[src/lc3_isa_pkg.sv]
`default_nettype none

package lc3_isa_pkg;

    localparam int word_width = 16;

    typedef logic [word_width-1:0] word_t;
    typedef logic [2:0] reg_idx_t;

    // only the opcodes this machine executes are named.
    typedef enum logic [3:0] {
        op_br   = 4'b0000,
        op_add  = 4'b0001,
        op_ld   = 4'b0010,
        op_st   = 4'b0011,
        op_jsr  = 4'b0100,
        op_and  = 4'b0101,
        op_ldr  = 4'b0110,
        op_str  = 4'b0111,
        op_not  = 4'b1001,
        op_jmp  = 4'b1100,
        op_lea  = 4'b1110,
        op_trap = 4'b1111
    } opcode_t;

    localparam word_t io_out_addr = 16'hFFFF; // stores here go to the output port.

    ////////////////////
    // instruction field positions
    localparam int op_lsb       = 12;
    localparam int dr_lsb       = 9;  // also the nzp field of BR.
    localparam int sr1_lsb      = 6;
    localparam int sr2_lsb      = 0;
    localparam int imm_flag_bit = 5;
    localparam int imm5_bits    = 5;
    localparam int off6_bits    = 6;
    localparam int off9_bits    = 9;
    localparam int off11_bits   = 11;

    localparam reg_idx_t link_reg = 3'd7; // JSR saves the return address here.

endpackage

`default_nettype wire

[src/io_port.sv]
`timescale 1ns/1ps
`default_nettype none

module io_port (
    input  logic               Clk,
    input  logic               reset,
    input  logic               we,
    input  lc3_isa_pkg::word_t addr,
    input  lc3_isa_pkg::word_t wdata,
    output logic               out_valid,
    output lc3_isa_pkg::word_t out_data
);
    import lc3_isa_pkg::*;

    word_t last_q;

    assign out_valid = we && (addr == io_out_addr);
    assign out_data  = out_valid ? wdata : last_q; // the new value shows in the strobe cycle.

    always_ff @(posedge Clk) begin
        if (reset) begin
            last_q <= '0;
        end else if (out_valid) begin
            last_q <= wdata;
        end
    end

endmodule

`default_nettype wire

[config.mk]
export PLATFORM = sky130hd
export DESIGN_NAME = io_port
export DESIGN_NICKNAME = d
export VERILOG_FILES = /design/src/lc3_isa_pkg.sv /design/src/io_port.sv
export SDC_FILE = /design/constraint.sdc
export NUM_CORES = 1
export LEC_CHECK = 0
export ABC_CLOCK_PERIOD_IN_PS = 1100
export BUFFER_PORTS_ARGS = -buffer_cell sky130_fd_sc_hd__buf_2
export CORE_ASPECT_RATIO = 1.1
export CORE_MARGIN = 1
export CORE_UTILIZATION = 40
export DETAILED_ROUTE_END_ITERATION = 7
export HOLD_SLACK_MARGIN = 0.05
export PLACE_DENSITY = 0.72
export SYNTH_ARGS = -nofsm -noshare
export SYNTH_HDL_FRONTEND = slang
export SYNTH_SLANG_ARGS = --single-unit
[constraint.sdc]
create_clock -name Clk -period 1.1 [get_ports Clk]
set_input_delay 0 -clock Clk [delete_from_list [all_inputs] [get_ports Clk]]
set_output_delay 0 -clock Clk [all_outputs]
set_load 0.02 [all_outputs]
==> Word level (Yosys, flattened, before mapping) <==
Cells that the tools add are included.
{ "word_totals": {"regBits": 16, "latchBits": 0, "ram_bits": 0, "mem_bits_ro": 0, "input_bits": 35, "word_cells": 4, "memories": 0} }
{ "op_classes": {"addsub": 0, "multipliers": 0, "n_div": 0, "magnitude_cmp": 0, "n_eq_ne": 1, "shifts": 0, "muxes": 1, "bitwise_logic": 0, "reduce_logical": 1} }
{ "op_table": {"columns": ["cell", "n"], "rows": [
  ["equality test 16 bit, second input constant", 1],
  ["two-way mux 16 bit", 1],
  ["logical AND 1 bit", 1]
]} }

==> Logic depth before layout (Yosys ltp) <==
Gate-level depths: netlist (run 1).
{ "depth": {"word_depth": 3, "depth_mapped": 5} }

==> Worst setup path before layout (run 1) <==
No wires, ideal clock.
{ "synth_timing": {"path_kind": "input to output", "from": "input port addr[3]", "to": "output port out_data[10]", "arrival_time_ns": 0.876, "t_required_ns": 1.100, "slack_ns": 0.224, "cell_stages": 5, "path_buffers": 1, "path_cell_list": "nand4_1 nor2_1 nand3_2 buf_6 mux2_4"} }
{ "synth_via": {"elab_chain_len": 3} }
{ "synth_rtl": {"columns": ["element", "line", "rtl"], "rows": [
  ["start, declared", "io_port.sv:8", "input lc3_isa_pkg::word_t addr,"],
  ["equality test 16 bit", "io_port.sv:17", "assign out_valid = we && (addr == io_out_addr);"],
  ["logical AND 1 bit", "io_port.sv:17", null],
  ["two-way mux 16 bit", null, null],
  ["end, declared", "io_port.sv:11", "output lc3_isa_pkg::word_t out_data"]
]} }
Every way passes these cells.

==> Worst setup path after layout (run 1) <==
{ "layout_timing": {"from": "input port addr[3]", "to": "output port out_data[9]"} }
The elaborated chain is that of the path after synthesis.

==> results of run 1 <==
## logic make-up (layout without fill, tap and decap cells)
logic type             Yosys count  after routing  synth area share [%]
and+or+nand+nor                 41             41                  25.2
muxes                           32             32                  39.1
DFF                             16             16                  31.9
buffers and inverters            6             84                  3.86
## power by group through the flow
stage,registers [mW],logic (mW),clock network (mW)
CTS,0.579,0.159,0.317
global placement,0.592,0.110,0
floorplan,0.592,0.0442,0
global route,0.579,0.193,0.334
detailed placement,0.592,0.115,0
finish,0.579,0.176,0.302
## layout make-up
class,count,share of cell area [%]
well taps,30,2.20
repair buffers,81,39.2
flip-flops and latches,16,18.8
multi-input cells,73,38.5
clock buffers,3,1.32
## worst max-delay path, stage by stage
cell	delay, ps
buf_6	60
nand4_1	110
nor2_2	200
nand3_4	140
buf_12	180
mux2_4	280
buf_2	160
## cell usage after synthesis
cell      count  area (um^2)
nand2b_1     32          200
dfxtp_1      16          320
mux2i_1      16          160
mux2_4       14          210
clkbuf_1      3         11.3
nand4_1       3         18.8
and3_1        2         12.5
buf_6         2         22.5
mux2_2        2         22.5
nor2_1        2         7.51
buf_2         1         5.00
nand2_1       1         3.75
nand3_2       1         10.0
## routing by layer
metal / part of all wire [%] / GRT usage (%) / vias up
met5: 0 / 0 / -
met4: 0.65 / 5.71 / 0
met3: 3.2 / 3.89 / 2
met2: 54 / 37.8 / 22
met1: 42 / 16.7 / 444
li1: - / - / 481
## path summary, 6_finish.rpt
kind                                         endpoint             startpoint  cells past startpoint  slack [ps]
worst min register to register  last_q[11]$_SDFF_PP0_  last_q[11]$_SDFF_PP0_                      2         480
worst max register to register   last_q[8]$_SDFF_PP0_   last_q[8]$_SDFF_PP0_                      2         450
worst max-delay path                      out_data[9]                addr[3]                      7         -40
worst min-delay path            last_q[11]$_SDFF_PP0_                  reset                      3         280
## metrics by stage
step / worst slack (ps) / cells / utilization (%)
5_1_grt: -101 / 203 / 73.6
6_report: -37.6 / 203 / 73.6
2_1_floorplan: 224 / 95 / -
4_1_cts: -10.5 / 199 / 66.8
3_5_place_dp: -49.2 / 173 / 56.3
3_3_place_gp: -15.3 / 173 / 56.3
## timing repair
action                                 in CTS  in global routing
pin swaps                                   2                  2
gates cloned                                0                  1
setup buffers                               7                  3
setup endpoints to repair                  16                 18
gates resized for setup                     3                 28
hold buffers                               16                  0
endpoints found under the hold margin      16                  0
==> run metrics, run 1 <==
Starting Density=43.3%; Pleak=0.920 nW; Clock power frac=28.6%; crit path DAT=1140 ps; Worst Skew=0 ps; wire length per cell after detailed routing=12.2 um; worst path required time=1100 ps; Top reg by flops=last_q; Syn-to-layout area delta=70.0%; Filler cells=174; CTS tree=yes; Least-Margin Pin Slew=369 ps; Int Pwr=825 uW; Net Sw Frac=21.9%; Syn Area/Cell=10.6 um^2; Post-Syn Area=1000 um^2; Final ANT Viol Nets=0; final setup fails=16; Tot Pwr=1.06 mW; unrepaired setup endpoints after global routing=true; Max Fanout on Critical Path=10; net load switching power=231 uW; Crit. End Element=output pin; synthesized net count=130; CP Launch Type=primary input; part of the cycle the worst path needs=103%; Initial DRT Pass Iterations=2; FF+latch count, synth=16; Final Hold Viols=0; DRT iter0 DRCs=10; clock buffer depth=2; Die Ht=54.6 um; Fmax=879 MHz; commonest non-fill, non-tap cell in the layout=buf_2; Synth cell types=13; Die Width=49.8 um; diode count=0; DRC viols=0; Gate power share=16.7%; Worst Hold Slack=282 ps; VDD IR-drop max=0.000697 V; WL final=2.47 mm; Final Cell Area=1710 um^2; nets@finish=210; Top Registers=last_q x16; GRT Total Usage=17.7%; register area share after synthesis=31.9%; Vias/cell=4.67; failing checks=negative setup slack; Synth Instances=95; sequential share of power=54.8%; initial antenna violation count=0; die area=2720 um^2; number of global-route vias before repair=908; status=finished, violations left; Final WS setup=-37.6 ps; CTS sink cnt=16; H-tree depth=1; Fin Setup TNS=-331 ps; TritonCTS buffer count=3; MaxCap Viol Count=0; multi-input logic area=658 um^2; worst min path class=primary input to register; IO Port Bufs=51; FF+latch area=320 um^2; Via Count=949; critical path class=primary input to output pin; GPL Wtd Cong=0.631; max reg flops=16; Tmin final=1140 ps; most frequent cells in the layout=buf_2, nand2b_1, buf_6; FP Rows=18; largest net degree at the start of global routing=33; DP Area=1310 um^2; Max Slew Vio Count=0; max_slew headroom=75.4%; dpl hpwl=1.47 mm; I/O pin count=52; pwr dens=619 nW/um^2; share of cells above drive strength 1=50.3%; CTS root buffer=clkbuf_4; Ys Warns=0; clk slew on worst S/H paths=90 ps; Clock Latency Late Sink=270 ps; first-pass GRT wire length=3.59 mm; core area=2320 um^2; global route overflow=0
Power figures use the tool's default switching activity.
==> run 2: changes to the inputs <==
--- a/config.mk
+++ b/config.mk
@@ -6,7 +6,8 @@
 export NUM_CORES = 1
 export LEC_CHECK = 0
 export ABC_CLOCK_PERIOD_IN_PS = 1100
-export BUFFER_PORTS_ARGS = -buffer_cell sky130_fd_sc_hd__buf_2
+export BUFFER_PORTS_ARGS = -buffer_cell sky130_fd_sc_hd__buf_4
+export CAP_MARGIN = 10
 export CORE_ASPECT_RATIO = 1.1
 export CORE_MARGIN = 1
 export CORE_UTILIZATION = 40
==> run 2 against run 1 <==
Non-clock buffer count shrank 3; first-iteration DRC count grew 20%; critical path type unchanged; total power grew 11%; the flow still finishes with violations (negative setup slack); sequential power is essentially flat; largest power group unchanged; largest cell class unchanged.
==> run metrics, run 2 (synthesis gave the netlist of run 1 again) <==
clock buffer depth=2 (unchanged); initial antenna violation count=0 (unchanged); pwr dens=654 nW/um^2 (+5.8%); max reg flops=16 (unchanged); DRT iter0 DRCs=12 (+2); Tot Pwr=1.17 mW (+11%); Initial DRT Pass Iterations=4 (+2); Crit. End Element=output pin; number of global-route vias before repair=909 (+0.11%); largest net degree at the start of global routing=33 (unchanged); r2r setup slk=430 ps (-20 ps); Tmin final=1110 ps (-30.5 ps); Final ANT Viol Nets=0 (unchanged); CP Launch Type=primary input; share of cells above drive strength 1=49.7% (-0.58 points); commonest non-fill, non-tap cell in the layout=buf_4; WL final=2.47 mm (about the same); IO Port Bufs=51 (unchanged); Die Ht=54.6 um (unchanged); part of the cycle the worst path needs=101% (-2.8 points); Via Count=927 (-2.3%); Pleak=0.934 nW (+1.4%); max_slew headroom=87.3% (+12 points); GPL Wtd Cong=0.667 (+5.7%); Syn-to-layout area delta=77.8%; Crit-path slowest cell=mux2_4; H-tree depth=1 (unchanged); Max Slew Vio Count=0 (unchanged); unrepaired setup endpoints after global routing=true; Worst Skew=0 ps (unchanged); first-pass GRT wire length=3.78 mm (+5.4%); final core occ=77.0% (+3.4 points); Final WS setup=-7.08 ps (+30.5 ps); Fmax=903 MHz (+2.8%); die area=2720 um^2 (unchanged); wire length per cell after detailed routing=12.3 um (+0.91%); clk slew on worst S/H paths=100 ps (about the same); Final Hold Viols=0 (unchanged); Max stage delay on crit path=300 ps (+20 ps); Critical Path, Cell by Cell=buf_6, nand4_1, nor2_2, nand3_4, buf_12, mux2_4, buf_6; CTS root buffer=clkbuf_4; I/O pin count=52 (unchanged); worst path required time=1100 ps (about the same); TritonCTS buffer count=3 (unchanged); Least-Margin Pin Slew=185 ps (-185 ps); most frequent cells in the layout=buf_4, nand2b_1, buf_6; Filler cells=163 (-6.3%); critical path class=primary input to output pin; crit path DAT=1110 ps (-30 ps); DRC viols=0 (unchanged); worst min path class=primary input to register; Top reg by flops=last_q; CTS sink cnt=16 (unchanged); GRT Total Usage=18.6% (+0.89 points); pre-CTS setup slack=-25.9 ps (+23.2 ps); Clock Latency Late Sink=290 ps (+20 ps); VDD IR-drop max=0.000529 V (-24%); diode count=0 (unchanged); Top Registers=last_q x16; crit-path most repeated cell=buf_6; CTS tree=yes; status=finished, violations left; global route overflow=0 (unchanged); Vias/cell=4.61 (-1.3%); failing checks=negative setup slack; MaxCap Viol Count=0 (unchanged); FP Rows=18 (unchanged); Max Fanout on Critical Path=11 (+1); final setup fails=11 (-5); core area=2320 um^2 (unchanged); Starting Density=43.3% (unchanged); nets@finish=207 (-1.4%); Die Width=49.8 um (unchanged)
run 2: cell types whose count changed in the layout (fill, tap and decap cells not counted), sizes merged:
cell    change
buf         -3
clkbuf      +1
run 2: power breakdown:
| group | internal (mW) | leakage, nW | switching (mW) |
|---|---|---|---|
| logic | 0.145 | 0.784 | 0.0576 |
| registers | 0.579 | 0.129 | 0.00000256 |
| clock network | 0.201 | 0.0210 | 0.187 |
run 2: worst max-delay path: cells and delay by family:
family                 cells  cell delay, ps
buffers and inverters      3             370
multiplexers               1             300
AND/OR/NAND/NOR            3             430
run 2: timing repair:
| action | CTS | global route |
|---|---|---|
| endpoints found under the setup margin | 15 | 16 |
| buffers inserted | 0 | 3 |
| gates resized for setup | 12 | 12 |
| hold buffers | 16 | 0 |
| cloned | 0 | 1 |
| pin swaps | 0 | 2 |
| hold endpoints to repair | 16 | 0 |
run 2: cell type report:
type | instances | area (um^2) | share of cell area (%)
tap | 30 | 37.5 | 2.10
clock buffer | 4 | 36.3 | 2.03
sequential | 16 | 320 | 17.9
multi-input combinational | 73 | 658 | 36.8
timing repair buffer | 78 | 734 | 41.1
run 2: layer usage:
metal  vias up  track usage [%]  wire [um]
li1        477                -          -
met1       426             17.8       1020
met2        22             36.9       1350
met3         2             5.28         66
met4         0             9.05         27
met5         -                0          0
run 2: per-stage QoR:
stage	cells	TNS (ps)	instance area [um^2]	hold slack [ps]
finish	201	-56.0	1790	159
global route	201	-788	1790	196
CTS	197	-17.9	1690	163
detailed placement	177	-321	1450	282
global placement	177	-73.8	1450	274
floorplan	95	0	1000	152
run 2: worst paths after layout:
check	from	endpoint	depth (start not counted)
hold reg to reg	last_q[6]$_SDFF_PP0_	last_q[6]$_SDFF_PP0_	2
setup reg to reg	last_q[2]$_SDFF_PP0_	last_q[2]$_SDFF_PP0_	2
setup / recovery	addr[15]	out_data[2]	7
hold / removal	reset	last_q[7]$_SDFF_PP0_	3
