===== src/lc3_ctrl_pkg.sv =====
`default_nettype none

package lc3_ctrl_pkg;

    typedef enum logic [3:0] {
        st_halted,
        st_fetch1,
        st_fetch2,
        st_fetch3,
        st_decode,
        st_alu,      // ADD, AND and NOT.
        st_lea,
        st_br,
        st_jmp,
        st_jsr,
        st_ld_addr,  // LD and LDR.
        st_ld_mem,
        st_ld_wb,
        st_st_addr,  // ST and STR.
        st_st_mem,
        st_st_write
    } ctrl_state_t;

    typedef enum logic [1:0] {pc_inc, pc_reg, pc_alu} pcmux_t;
    typedef enum logic [1:0] {rf_alu, rf_mdr, rf_pc} regfilemux_t;
    typedef enum logic [2:0] {a2_rb, a2_imm5, a2_off9, a2_off11, a2_off6} alumux2_t;
    typedef enum logic {mar_pc, mar_alu} marmux_t;
    typedef enum logic {mdr_mem, mdr_ra} mdrmux_t;
    typedef enum logic {a1_ra, a1_pc} alumux1_t;
    typedef enum logic [1:0] {alu_add, alu_and, alu_not, alu_pass_b} alu_op_t;

endpackage

`default_nettype wire


===== src/lc3_isa_pkg.sv =====
`default_nettype none

package lc3_isa_pkg;

    localparam int word_width = 16;

    typedef logic [word_width-1:0] word_t;
    typedef logic [2:0] reg_idx_t;

    // only the opcodes this machine executes are named.
    typedef enum logic [3:0] {
        op_br   = 4'b0000,
        op_add  = 4'b0001,
        op_ld   = 4'b0010,
        op_st   = 4'b0011,
        op_jsr  = 4'b0100,
        op_and  = 4'b0101,
        op_ldr  = 4'b0110,
        op_str  = 4'b0111,
        op_not  = 4'b1001,
        op_jmp  = 4'b1100,
        op_lea  = 4'b1110,
        op_trap = 4'b1111
    } opcode_t;

    localparam word_t io_out_addr = 16'hFFFF; // stores here go to the output port.

    ////////////////////
    // instruction field positions
    localparam int op_lsb       = 12;
    localparam int dr_lsb       = 9;  // also the nzp field of BR.
    localparam int sr1_lsb      = 6;
    localparam int sr2_lsb      = 0;
    localparam int imm_flag_bit = 5;
    localparam int imm5_bits    = 5;
    localparam int off6_bits    = 6;
    localparam int off9_bits    = 9;
    localparam int off11_bits   = 11;

    localparam reg_idx_t link_reg = 3'd7; // JSR saves the return address here.

endpackage

`default_nettype wire


===== src/datapath_ctrl_if.sv =====
`timescale 1ns/1ps
`default_nettype none

interface datapath_ctrl_if;
    import lc3_isa_pkg::*;
    import lc3_ctrl_pkg::*;

    logic ld_pc;
    logic ld_ir;
    logic ld_regf;
    logic ld_mdr;
    logic ld_mar;
    logic ld_ben;
    logic clr_pc;
    pcmux_t pcmux_sel;
    regfilemux_t regfilemux_sel;
    alumux1_t alumux1_sel;
    alumux2_t alumux2_sel;
    marmux_t marmux_sel;
    mdrmux_t mdrmux_sel;
    alu_op_t alu_op;
    opcode_t opcode;
    logic ben;

    modport ctrl_mp (
        output ld_pc, ld_ir, ld_regf, ld_mdr, ld_mar, ld_ben, clr_pc,
        output pcmux_sel, regfilemux_sel, alumux1_sel, alumux2_sel,
        output marmux_sel, mdrmux_sel, alu_op,
        input  opcode, ben
    );

    modport dp_mp (
        input  ld_pc, ld_ir, ld_regf, ld_mdr, ld_mar, ld_ben, clr_pc,
        input  pcmux_sel, regfilemux_sel, alumux1_sel, alumux2_sel,
        input  marmux_sel, mdrmux_sel, alu_op,
        output opcode, ben
    );

endinterface

`default_nettype wire


===== src/control.sv =====
`timescale 1ns/1ps
`default_nettype none

module control (
    input  logic             Clk,
    input  logic             reset,
    input  logic             start,
    datapath_ctrl_if.ctrl_mp dp,
    output logic             mem_we,
    output logic             halted
);
    import lc3_isa_pkg::*;
    import lc3_ctrl_pkg::*;

    ctrl_state_t state;
    ctrl_state_t state_next;
    logic base_rel; // LDR and STR address from a base register.

    assign base_rel = (dp.opcode == op_ldr) || (dp.opcode == op_str);
    assign halted   = (state == st_halted);

    always_ff @(posedge Clk) begin
        if (reset) begin
            state <= st_halted;
        end else begin
            state <= state_next;
        end
    end

    always_comb begin
        state_next        = state;
        dp.ld_pc          = 1'b0;
        dp.ld_ir          = 1'b0;
        dp.ld_regf        = 1'b0;
        dp.ld_mdr         = 1'b0;
        dp.ld_mar         = 1'b0;
        dp.ld_ben         = 1'b0;
        dp.clr_pc         = 1'b0;
        dp.pcmux_sel      = pc_inc;
        dp.regfilemux_sel = rf_alu;
        dp.alumux1_sel    = a1_ra;
        dp.alumux2_sel    = a2_rb;
        dp.marmux_sel     = mar_pc;
        dp.mdrmux_sel     = mdr_mem;
        dp.alu_op         = alu_pass_b;
        mem_we            = 1'b0;

        case (state)
            st_halted: begin
                if (start) begin
                    dp.clr_pc  = 1'b1;
                    state_next = st_fetch1;
                end
            end
            ////////////////////
            // fetch and decode
            st_fetch1: begin
                dp.ld_mar  = 1'b1;
                dp.ld_pc   = 1'b1;
                state_next = st_fetch2;
            end
            st_fetch2: begin
                dp.ld_mdr  = 1'b1;
                state_next = st_fetch3;
            end
            st_fetch3: begin
                dp.ld_ir   = 1'b1;
                state_next = st_decode;
            end
            st_decode: begin
                dp.ld_ben = 1'b1;
                case (dp.opcode)
                    op_add, op_and, op_not: state_next = st_alu;
                    op_lea:                 state_next = st_lea;
                    op_br:                  state_next = st_br;
                    op_jmp:                 state_next = st_jmp;
                    op_jsr:                 state_next = st_jsr;
                    op_ld, op_ldr:          state_next = st_ld_addr;
                    op_st, op_str:          state_next = st_st_addr;
                    op_trap:                state_next = st_halted;
                    default:                state_next = st_fetch1; // unsupported opcodes are skipped.
                endcase
            end
            ////////////////////
            // execute
            st_alu: begin
                dp.ld_regf     = 1'b1;
                dp.alumux2_sel = a2_imm5;
                case (dp.opcode)
                    op_and:  dp.alu_op = alu_and;
                    op_not:  dp.alu_op = alu_not;
                    default: dp.alu_op = alu_add;
                endcase
                state_next = st_fetch1;
            end
            st_lea: begin
                dp.ld_regf     = 1'b1;
                dp.alumux1_sel = a1_pc;
                dp.alumux2_sel = a2_off9;
                dp.alu_op      = alu_add;
                state_next     = st_fetch1;
            end
            st_br: begin
                dp.ld_pc       = dp.ben;
                dp.pcmux_sel   = pc_alu;
                dp.alumux1_sel = a1_pc;
                dp.alumux2_sel = a2_off9;
                dp.alu_op      = alu_add;
                state_next     = st_fetch1;
            end
            st_jmp: begin
                dp.ld_pc     = 1'b1;
                dp.pcmux_sel = pc_reg;
                state_next   = st_fetch1;
            end
            st_jsr: begin
                dp.ld_regf        = 1'b1; // R7 gets the already incremented PC.
                dp.regfilemux_sel = rf_pc;
                dp.ld_pc          = 1'b1;
                dp.pcmux_sel      = pc_alu;
                dp.alumux1_sel    = a1_pc;
                dp.alumux2_sel    = a2_off11;
                dp.alu_op         = alu_add;
                state_next        = st_fetch1;
            end
            st_ld_addr, st_st_addr: begin
                dp.ld_mar      = 1'b1;
                dp.marmux_sel  = mar_alu;
                dp.alumux1_sel = base_rel ? a1_ra : a1_pc;
                dp.alumux2_sel = base_rel ? a2_off6 : a2_off9;
                dp.alu_op      = alu_add;
                state_next     = (state == st_ld_addr) ? st_ld_mem : st_st_mem;
            end
            st_ld_mem: begin
                dp.ld_mdr  = 1'b1;
                state_next = st_ld_wb;
            end
            st_ld_wb: begin
                dp.ld_regf        = 1'b1;
                dp.regfilemux_sel = rf_mdr;
                state_next        = st_fetch1;
            end
            st_st_mem: begin
                dp.ld_mdr     = 1'b1;
                dp.mdrmux_sel = mdr_ra;
                state_next    = st_st_write;
            end
            st_st_write: begin
                mem_we     = 1'b1;
                state_next = st_fetch1;
            end
            default: state_next = st_halted;
        endcase
    end

endmodule

`default_nettype wire


===== src/flat_wrapper.sv =====
// flat-port wrapper written by rule: the top's interface ports become plain ports
module control_flat import lc3_isa_pkg::*; import lc3_ctrl_pkg::*;
  (Clk, reset, start, mem_we, halted, dp_ld_pc, dp_ld_ir, dp_ld_regf, dp_ld_mdr, dp_ld_mar, dp_ld_ben, dp_clr_pc, dp_pcmux_sel, dp_regfilemux_sel, dp_alumux1_sel, dp_alumux2_sel, dp_marmux_sel, dp_mdrmux_sel, dp_alu_op, dp_opcode, dp_ben);
  datapath_ctrl_if dp_i ();
  input  logic Clk;
  input  logic reset;
  input  logic start;
  output logic mem_we;
  output logic halted;
  output wire logic [$bits(dp_i.ld_pc)-1:0] dp_ld_pc;
  output wire logic [$bits(dp_i.ld_ir)-1:0] dp_ld_ir;
  output wire logic [$bits(dp_i.ld_regf)-1:0] dp_ld_regf;
  output wire logic [$bits(dp_i.ld_mdr)-1:0] dp_ld_mdr;
  output wire logic [$bits(dp_i.ld_mar)-1:0] dp_ld_mar;
  output wire logic [$bits(dp_i.ld_ben)-1:0] dp_ld_ben;
  output wire logic [$bits(dp_i.clr_pc)-1:0] dp_clr_pc;
  output wire logic [$bits(dp_i.pcmux_sel)-1:0] dp_pcmux_sel;
  output wire logic [$bits(dp_i.regfilemux_sel)-1:0] dp_regfilemux_sel;
  output wire logic [$bits(dp_i.alumux1_sel)-1:0] dp_alumux1_sel;
  output wire logic [$bits(dp_i.alumux2_sel)-1:0] dp_alumux2_sel;
  output wire logic [$bits(dp_i.marmux_sel)-1:0] dp_marmux_sel;
  output wire logic [$bits(dp_i.mdrmux_sel)-1:0] dp_mdrmux_sel;
  output wire logic [$bits(dp_i.alu_op)-1:0] dp_alu_op;
  input wire logic [$bits(dp_i.opcode)-1:0] dp_opcode;
  input wire logic [$bits(dp_i.ben)-1:0] dp_ben;
  assign dp_ld_pc = dp_i.ld_pc;
  assign dp_ld_ir = dp_i.ld_ir;
  assign dp_ld_regf = dp_i.ld_regf;
  assign dp_ld_mdr = dp_i.ld_mdr;
  assign dp_ld_mar = dp_i.ld_mar;
  assign dp_ld_ben = dp_i.ld_ben;
  assign dp_clr_pc = dp_i.clr_pc;
  assign dp_pcmux_sel = dp_i.pcmux_sel;
  assign dp_regfilemux_sel = dp_i.regfilemux_sel;
  assign dp_alumux1_sel = dp_i.alumux1_sel;
  assign dp_alumux2_sel = dp_i.alumux2_sel;
  assign dp_marmux_sel = dp_i.marmux_sel;
  assign dp_mdrmux_sel = dp_i.mdrmux_sel;
  assign dp_alu_op = dp_i.alu_op;
  assign dp_i.opcode = dp_opcode;
  assign dp_i.ben = dp_ben;
  control u_core (.Clk(Clk), .reset(reset), .start(start), .dp(dp_i), .mem_we(mem_we), .halted(halted));
endmodule

===== config.mk =====
export PLATFORM = sky130hd
export DESIGN_NAME = control_flat
export DESIGN_NICKNAME = d
export VERILOG_FILES = /design/src/lc3_ctrl_pkg.sv /design/src/lc3_isa_pkg.sv /design/src/datapath_ctrl_if.sv /design/src/control.sv /design/src/flat_wrapper.sv
export SDC_FILE = /design/constraint.sdc
export NUM_CORES = 1
export LEC_CHECK = 0
export ABC_AREA = 0
export BUFFER_PORTS_ARGS = -buffer_cell sky130_fd_sc_hd__buf_2
export CORE_ASPECT_RATIO = 1.4
export CORE_MARGIN = 2
export CORE_UTILIZATION = 35
export DETAILED_ROUTE_END_ITERATION = 8
export PLACE_DENSITY_LB_ADDON = 0.25
export SLEW_MARGIN = 20
export SYNTH_ARGS = -nofsm -noshare
export SYNTH_HDL_FRONTEND = slang
export SYNTH_SLANG_ARGS = --single-unit

===== constraint.sdc =====
create_clock -name Clk -period 2.8 [get_ports Clk]
set_input_delay 0.56 -clock Clk [delete_from_list [all_inputs] [get_ports Clk]]
set_output_delay 0.56 -clock Clk [all_outputs]
set_load 0.02 [all_outputs]

; ---- Word level (Yosys, flattened, before mapping)
; Memory sizes are Yosys's and may differ from the RTL's.
; Index checks and enable logic that the tools add are counted.
[classes]
n_eq_ne = 20
n_mux = 22
n_reduce_logical = 12
[op_table]
columns = op, n
row1 = $eq A4 B4 Y1 const B, 9
row2 = $pmux W4 S9, 1
row3 = $eq A4 B3 Y1 const B, 7
row4 = $pmux W2 S2, 4
row5 = $pmux W3 S4, 1
row6 = $reduce_or A3 Y1, 4
row7 = $mux W1, 11
row8 = $eq A4 B2 Y1 const B, 2
row9 = $reduce_or A7 Y1, 1
row10 = $mux W3, 2
row11 = $reduce_or A2 Y1, 3
row12 = $reduce_or A5 Y1, 1
row13 = $eq A4 B1 Y1 const B, 1
row14 = $logic_not A4 Y1, 1
row15 = $mux W4, 1
row16 = $pmux W1 S2, 2
row17 = $reduce_or A4 Y1, 1
row18 = $ne A2 B2 Y1 const B, 1
row19 = $logic_or A1 B1 Y1, 1
[word_totals]
mem_bits_ro = 64
input_bits = 8
register_bits = 4
output_inout_bits = 21
wordCells = 56
memories = 1
[mem_list]
columns = name, depth, word_bits, rd, rd_ports_with_merged_regs, wr, line
row1 = (no name shown), 16, 4, 1, 0, 0, control.sv:72  ; case (dp.opcode)

; ---- Longest topological paths before layout
; Gate-level depths: netlist of run 1.
[depth]
ltp_word = 4
depth_mapped = 6
ltp_nobuf = 4

; ---- Worst setup path before layout of run 1
; OpenSTA, ideal clock, no wires.
[synth_path]
path_type = flip-flop to output port
start = register u_core.state[3]
end = output port dp_clr_pc
required_time_ns = 2.240
arrival_time_ns = 1.718
n_path_buf = 2
stages_incl_launch_ff = 5
slack_ns = 0.522
path_cell_list = dfxtp_1 -> buf_2 -> buf_2 -> nor4_1 -> and2_1
[synth_via]
elab_chain_len = 2
[synth_rtl]
columns = item, line
row1 = from (decl), control.sv:15  ; ctrl_state_t state;
row2 = from (signal assigned), control.sv:24  ; state <= st_halted;
row3 = from (signal assigned), control.sv:26  ; state <= state_next;
row4 = $logic_not A4 Y1, -
row5 = net halted, flat_wrapper.sv:9  ; output logic halted;
row6 = $mux W1, control.sv:48  ; case (state)
row7 = to (decl), flat_wrapper.sv:16  ; output wire logic [$bits(dp_i.clr_pc)-1:0] dp_clr_pc;
; The timed path passes the listed nets, and every way through them passes these cells.

; ---- Final worst setup path of run 1
[layout_path]
start = register u_core.state[1]
end = output port dp_alumux2_sel[2]
[layout_via]
elab_chain_len = 3
elab_cells_between_ends = 9
classes_between = eq/ne (6) / mux (1) / reduce/logical (2)
[layout_rtl]
columns = item, line
row1 = $eq A4 B4 Y1 or $eq A4 B3 Y1 (tied branches), control.sv:48
row2 = $reduce_or A2 Y1 (on tied branches), -
row3 = $pmux W3 S4 (*), control.sv:48
row4 = to (decl), flat_wrapper.sv:20  ; output wire logic [$bits(dp_i.alumux2_sel)-1:0] dp_alumux2_sel;
; Every way passes the cells marked *; elsewhere a longest branch is shown, timed or not.

==> out/qor.csv, run 1 <==
metric,value,unit
Most used DFF post-synth,dfxtp_1,
clock sinks,4,
Switching Fraction,0.3190,
"Design Area, Final",812.0,um2
post-synthesis cell count,104,
"area leader, netlist",dfxtp_1,
GRT met3 Usage,0.02811,
post_cts resized,0,
Comb power frac,0.262,
Area contributors post-synth,"dfxtp_1 (12%), nand2b_1 (6.6%), nor2_1 (6.3%)",
area delta synth->final,23.15,%
register bit total from synthesis,4,
clk slew on worst S/H paths,0.04,ns
"count leader, synth",nor2_1,
max-cap violations,0,
R2R Setup Slk,0.94,ns
pwr dens,230.8,nW/um2
Starting Density,0.3706,
clock power share,0.391,
largest net degree at the start of global routing,25,
sequential share of the synthesized area,0.1214,
Worst setup EP type,primary output,
Total Power,187.5,uW
most instantiated cells after synthesis,"nor2_1 (11), nand2_1 (10)",
GRT Util Overall,0.1607,
Achievable Freq,423.1,MHz
core area,1779,um2
# IOs,29,
Final Skew,0.007283,ns
setup bufs post-CTS,0,
Post-synth EDFFs,0,
DRT Wirelength,1765,um
post-synthesis mux area share,0,
First DRT Iteration DRCs,15,
RSZ-0062 raised after global routing,no,
Pleak,0.3876,nW
worst hold path depth,2,
Post-Synth XOR/XNOR Area,0.02657,
DR pass1 iterations,4,
H-Tree Depth,1,
number of vias per cell,5.439,
final net count,138,
Ant. Diodes,0,
largest registers,u_core.state (4),
YS warnings,0,
area of the multi-input gates,514.2,um2
filler cell count,201,
Post-Synth Adder-Cell Area,0,
area fraction of the dominant cell type after synthesis,0.1214,
dpl cell area,789.5,um2
Hold WS,0.5368,ns
worst rel slew slack,0.5143,
Die W,40.69,um
max FFs per register,4,
Die Span Y,55.36,um
Layout Utilization,0.4564,
initial antenna violation count,0,
worst-path fanout max,19,
Synth Area in Simple Gates,0.3795,
gr ovfl total,0,
startpoint types,register,
largest reg by FF count,u_core.state,
CP required,2.24,ns
critical path class,register to primary output,
clock root buffer,clkbuf_4,
Storage cell area,80.08,um2
final hold viol count,0,
WL per Instance,11.93,um
VDD IR-drop max,0.1910,mV
Yosys cell types,37,
"Hold-fix buffers, CTS",0,
busiest grt layer,met2,
switching pwr,59.80,uW
status,finished clean,
Core Rows,18,
syn nets,112,
Worst-Skew Late Latency,0.24,ns
Final min period,2.363,ns
total CTS buffers,3,
number of buffers added on ports,28,
layout cells sized above 1,0.2813,
Detailed Place HPWL,1346,um
global-route wire length before repair,2711,um
Post-Syn Area,659.4,um2
Final Max Slew Viols,0,
Via Count,805,
crit share post-route,0.8440,
Worst Hold Class,register to register,
largest family of logic cells by synthesized area,simple AND/OR/NAND/NOR gates,
Final Wtd Congestion,0.8588,
die area,2252,um2
sequential power share,0.347,
CTS Buffer Depth,2,
Slew @ Worst Pin,0.7276,ns
syn_area_per_cell,6.340,um2
number of global-route vias before repair,641,
Final ANT Viol Nets,0,
worst path arrival time,1.80,ns
CTS tree,built,
compound-cell area share of the yosys netlist,0.3738,
length in cells of the worst reg-to-reg path,4,
DRC,0,
internal power,127.7,uW
setup violators final,0,
met2 Resource Use GR,0.2562,
final setup TNS,0,ns
share of flip-flops with an asynchronous set or reset,0,
M1 GR Usage,0.2118,
-- stage by stage --
step                cells  setup WS, ns
global route          148        0.2478
global placement      145        0.7364
detailed placement    145        0.7120
floorplan             104        0.5220
CTS                   148        0.4527
finish                148        0.4368
-- cells in the final DEF, fill, tap and decap left out, types with 2 or more instances in the layout --
| cell type | Yosys | final |
|---|---|---|
| inv_1 | 4 | 4 |
| and2_1 | 5 | 5 |
| a21oi_1 | 7 | 7 |
| nor2b_1 | 6 | 6 |
| clkbuf_4 | 0 | 3 |
| o21ai_1 | 2 | 2 |
| a21o_1 | 3 | 3 |
| nand3_1 | 2 | 2 |
| nor3_1 | 4 | 4 |
| a31oi_1 | 2 | 2 |
| nand2b_1 | 7 | 7 |
| nand2_1 | 10 | 10 |
| o22ai_1 | 2 | 2 |
| buf_2 | 7 | 28 |
| buf_4 | 0 | 2 |
| nor2_1 | 11 | 11 |
| o21ai_0 | 7 | 7 |
| dfxtp_1 | 4 | 4 |
-- worst max-delay path, cell delays in order, from the launching register on --
cell	delay (ns)
dfxtp_1	0.64
nor2b_1	0.20
and2_1	0.22
o21a_1	0.19
and3_1	0.15
buf_2	0.15
-- power by group through the flow --
stage	clock (mW)	combinational, mW	sequential (mW)
floorplan	0	0.0374	0.0605
global placement	0	0.0487	0.0656
detailed placement	0	0.0492	0.0657
CTS	0.0745	0.0493	0.0648
global route	0.0789	0.0551	0.0657
finish	0.0732	0.0492	0.0650
-- logic make-up (layout without fill, tap and decap cells) --
kind of cell              after synthesis  count (layout)
and+or+nand+nor                        49              49
AOI/OAI and AO/OA                      36              36
buffers and inverters                  13              37
DFF                                     4               4
xor gates and xnor gates                2               2
-- layout make-up --
class	instances	area share
Inverter	4	0.01849
Tap cell	20	0.03082
Sequential cell	4	0.09861
Clock buffer	3	0.02773
Timing Repair Buffer	30	0.1911
Multi-Input combinational cell	87	0.6333
-- layer usage --
layer,up-vias,share of wire
met4,0,0.0085
met1,357,0.44
met5,-,0
met2,23,0.49
met3,2,0.058
li1,423,-
-- final timing paths --
| check | start | to |
|---|---|---|
| worst max register to register | u_core.state[0] | u_core.state[3] |
| worst max-delay path | u_core.state[1] | dp_alumux2_sel[2] |
| worst min register to register | u_core.state[2] | u_core.state[0] |
| worst min-delay path | u_core.state[2] | u_core.state[0] |
(Power assumes the default switching activity.)
==> run 2: changes to the inputs <==
==> constraint.sdc (replaced) <==
create_clock -name Clk -period 2 [get_ports Clk]
set_input_delay 0.4 -clock Clk [delete_from_list [all_inputs] [get_ports Clk]]
set_output_delay 0.4 -clock Clk [all_outputs]
set_load 0.02 [all_outputs]
==> out/qor.csv, run 2 (same netlist as run 1, synthesis figures left out) <==
metric,value,unit
status,finished clean,
setup violators final,0,
dpl cells,150,
Worst setup EP type,primary output,
total CTS buffers,3,
number of global-route vias before repair,759,
DRC,0,
startpoint types,register,
Final Skew,0.002331,ns
Via Count,859,
worst hold path depth,4,
worst rel slew slack,0.7485,
Total Power,267.7,uW
initial antenna violation count,0,
final hold viol count,0,
final net count,143,
length in cells of the worst reg-to-reg path,5,
Ant. Diodes,0,
Detailed Place HPWL,1474,um
die area,2252,um2
worst path arrival time,1.44,ns
# IOs,29,
clock sinks,4,
Layout Utilization,0.4895,
setup bufs post-CTS,0,
largest registers,u_core.state (4),
Starting Density,0.3706,
pwr dens,307.4,nW/um2
WL per Instance,12.02,um
Core Rows,18,
Pleak,0.4137,nW
layout cells sized above 1,0.3459,
largest reg by FF count,u_core.state,
Die Span Y,55.36,um
Final min period,1.844,ns
GRT Util Overall,0.1694,
Final Wtd Congestion,0.8428,
clock root buffer,clkbuf_4,
worst-path fanout max,18,
gr ovfl total,0,
Die W,40.69,um
max-cap violations,0,
crit share post-route,0.9218,
max FFs per register,4,
Hold WS,0.4536,ns
DRT Wirelength,1839,um
number of vias per cell,5.614,
post-route insts no fill,153,
Final ANT Viol Nets,0,
Final Max Slew Viols,0,
DR pass1 iterations,4,
clk slew on worst S/H paths,0.04,ns
RSZ-0062 raised after global routing,no,
CTS tree,built,
CP required,1.60,ns
First DRT Iteration DRCs,19,
"most common cell after layout, fill and taps aside",buf_2,
final setup TNS,0,ns
global-route wire length before repair,2856,um
Achievable Freq,542.4,MHz
CTS Buffer Depth,2,
number of buffers added on ports,28,
Worst-Skew Late Latency,0.23,ns
Worst Hold Class,primary input to register,
Slew @ Worst Pin,0.3732,ns
VDD IR-drop max,0.3389,mV
H-Tree Depth,1,
core area,1779,um2
area delta synth->final,32.07,%
critical path class,register to primary output,
largest net degree at the start of global routing,19,
most frequent cells in the layout,"buf_2 (28), nor2_1 (11), nand2_1 (10)",
[run 2: cell count changes in the layout (fill, tap and decap cells not counted)]
cell / change
buf_4: +4
nor3_4: +1
buf_6: +1
nor4_2: +1
nor3_2: -1
nor4_1: -1
dfxtp_1: -4
dfxtp_2: +4
[run 2: layout make-up]
type | instances | area, um2
Tap cell | 20 | 25.02
Timing Repair Buffer | 35 | 196.4
Inverter | 4 | 15.01
Fill cell | 198 | 908.4
Multi-Input combinational cell | 87 | 526.8
Clock buffer | 3 | 22.52
Sequential cell | 4 | 85.08
[run 2: worst max-delay path, stage by stage (launching register included)]
cell and delay, ns:
dfxtp_2 0.40, buf_6 0.20, xor2_1 0.20, o21ai_0 0.10
and2_1 0.15, buf_2 0.15
[run 2: stage by stage]
| step | setup WS (ns) | cell area [um2] |
|---|---|---|
| 6_report | 0.1563 | 870.8 |
| 5_1_grt | 0.05346 | 870.8 |
| 4_1_cts | 0.02101 | 855.8 |
| 3_5_place_dp | 0.2860 | 833.3 |
| 3_3_place_gp | 0.3169 | 833.3 |
| 2_1_floorplan | 0.1388 | 665.6 |
[run 2: layer usage]
metal | global-route usage | wire length (um) | part of all wire | vias up
met3 | 0.02410 | 109 | 0.059 | 4
met1 | 0.1990 | 749 | 0.41 | 393
met2 | 0.2789 | 951 | 0.52 | 35
met4 | 0.08095 | 28 | 0.015 | 0
met5 | 0 | 0 | 0 | -
li1 | - | - | - | 427
[run 2: path summary, 6_finish.rpt]
kind | startpoint | endpoint | slack [ns]
max | u_core.state[3] | dp_ld_mdr | 0.16
max reg2reg | u_core.state[0] | u_core.state[1] | 0.41
min | reset | u_core.state[2] | 0.45
min reg2reg | u_core.state[1] | u_core.state[1] | 0.63
[run 2: report_power, final]
group	internal, mW	switching, mW	total (mW)
Sequential	0.0822	0.00495	0.0872
Combinational	0.0337	0.0455	0.0792
Clock	0.0672	0.0341	0.101
[run 2: what timing repair did]
action	CTS	global route
endpoints found under the hold margin	0	0
endpoints found under the setup margin	0	7
resized for setup	0	6
hold buffers	0	0
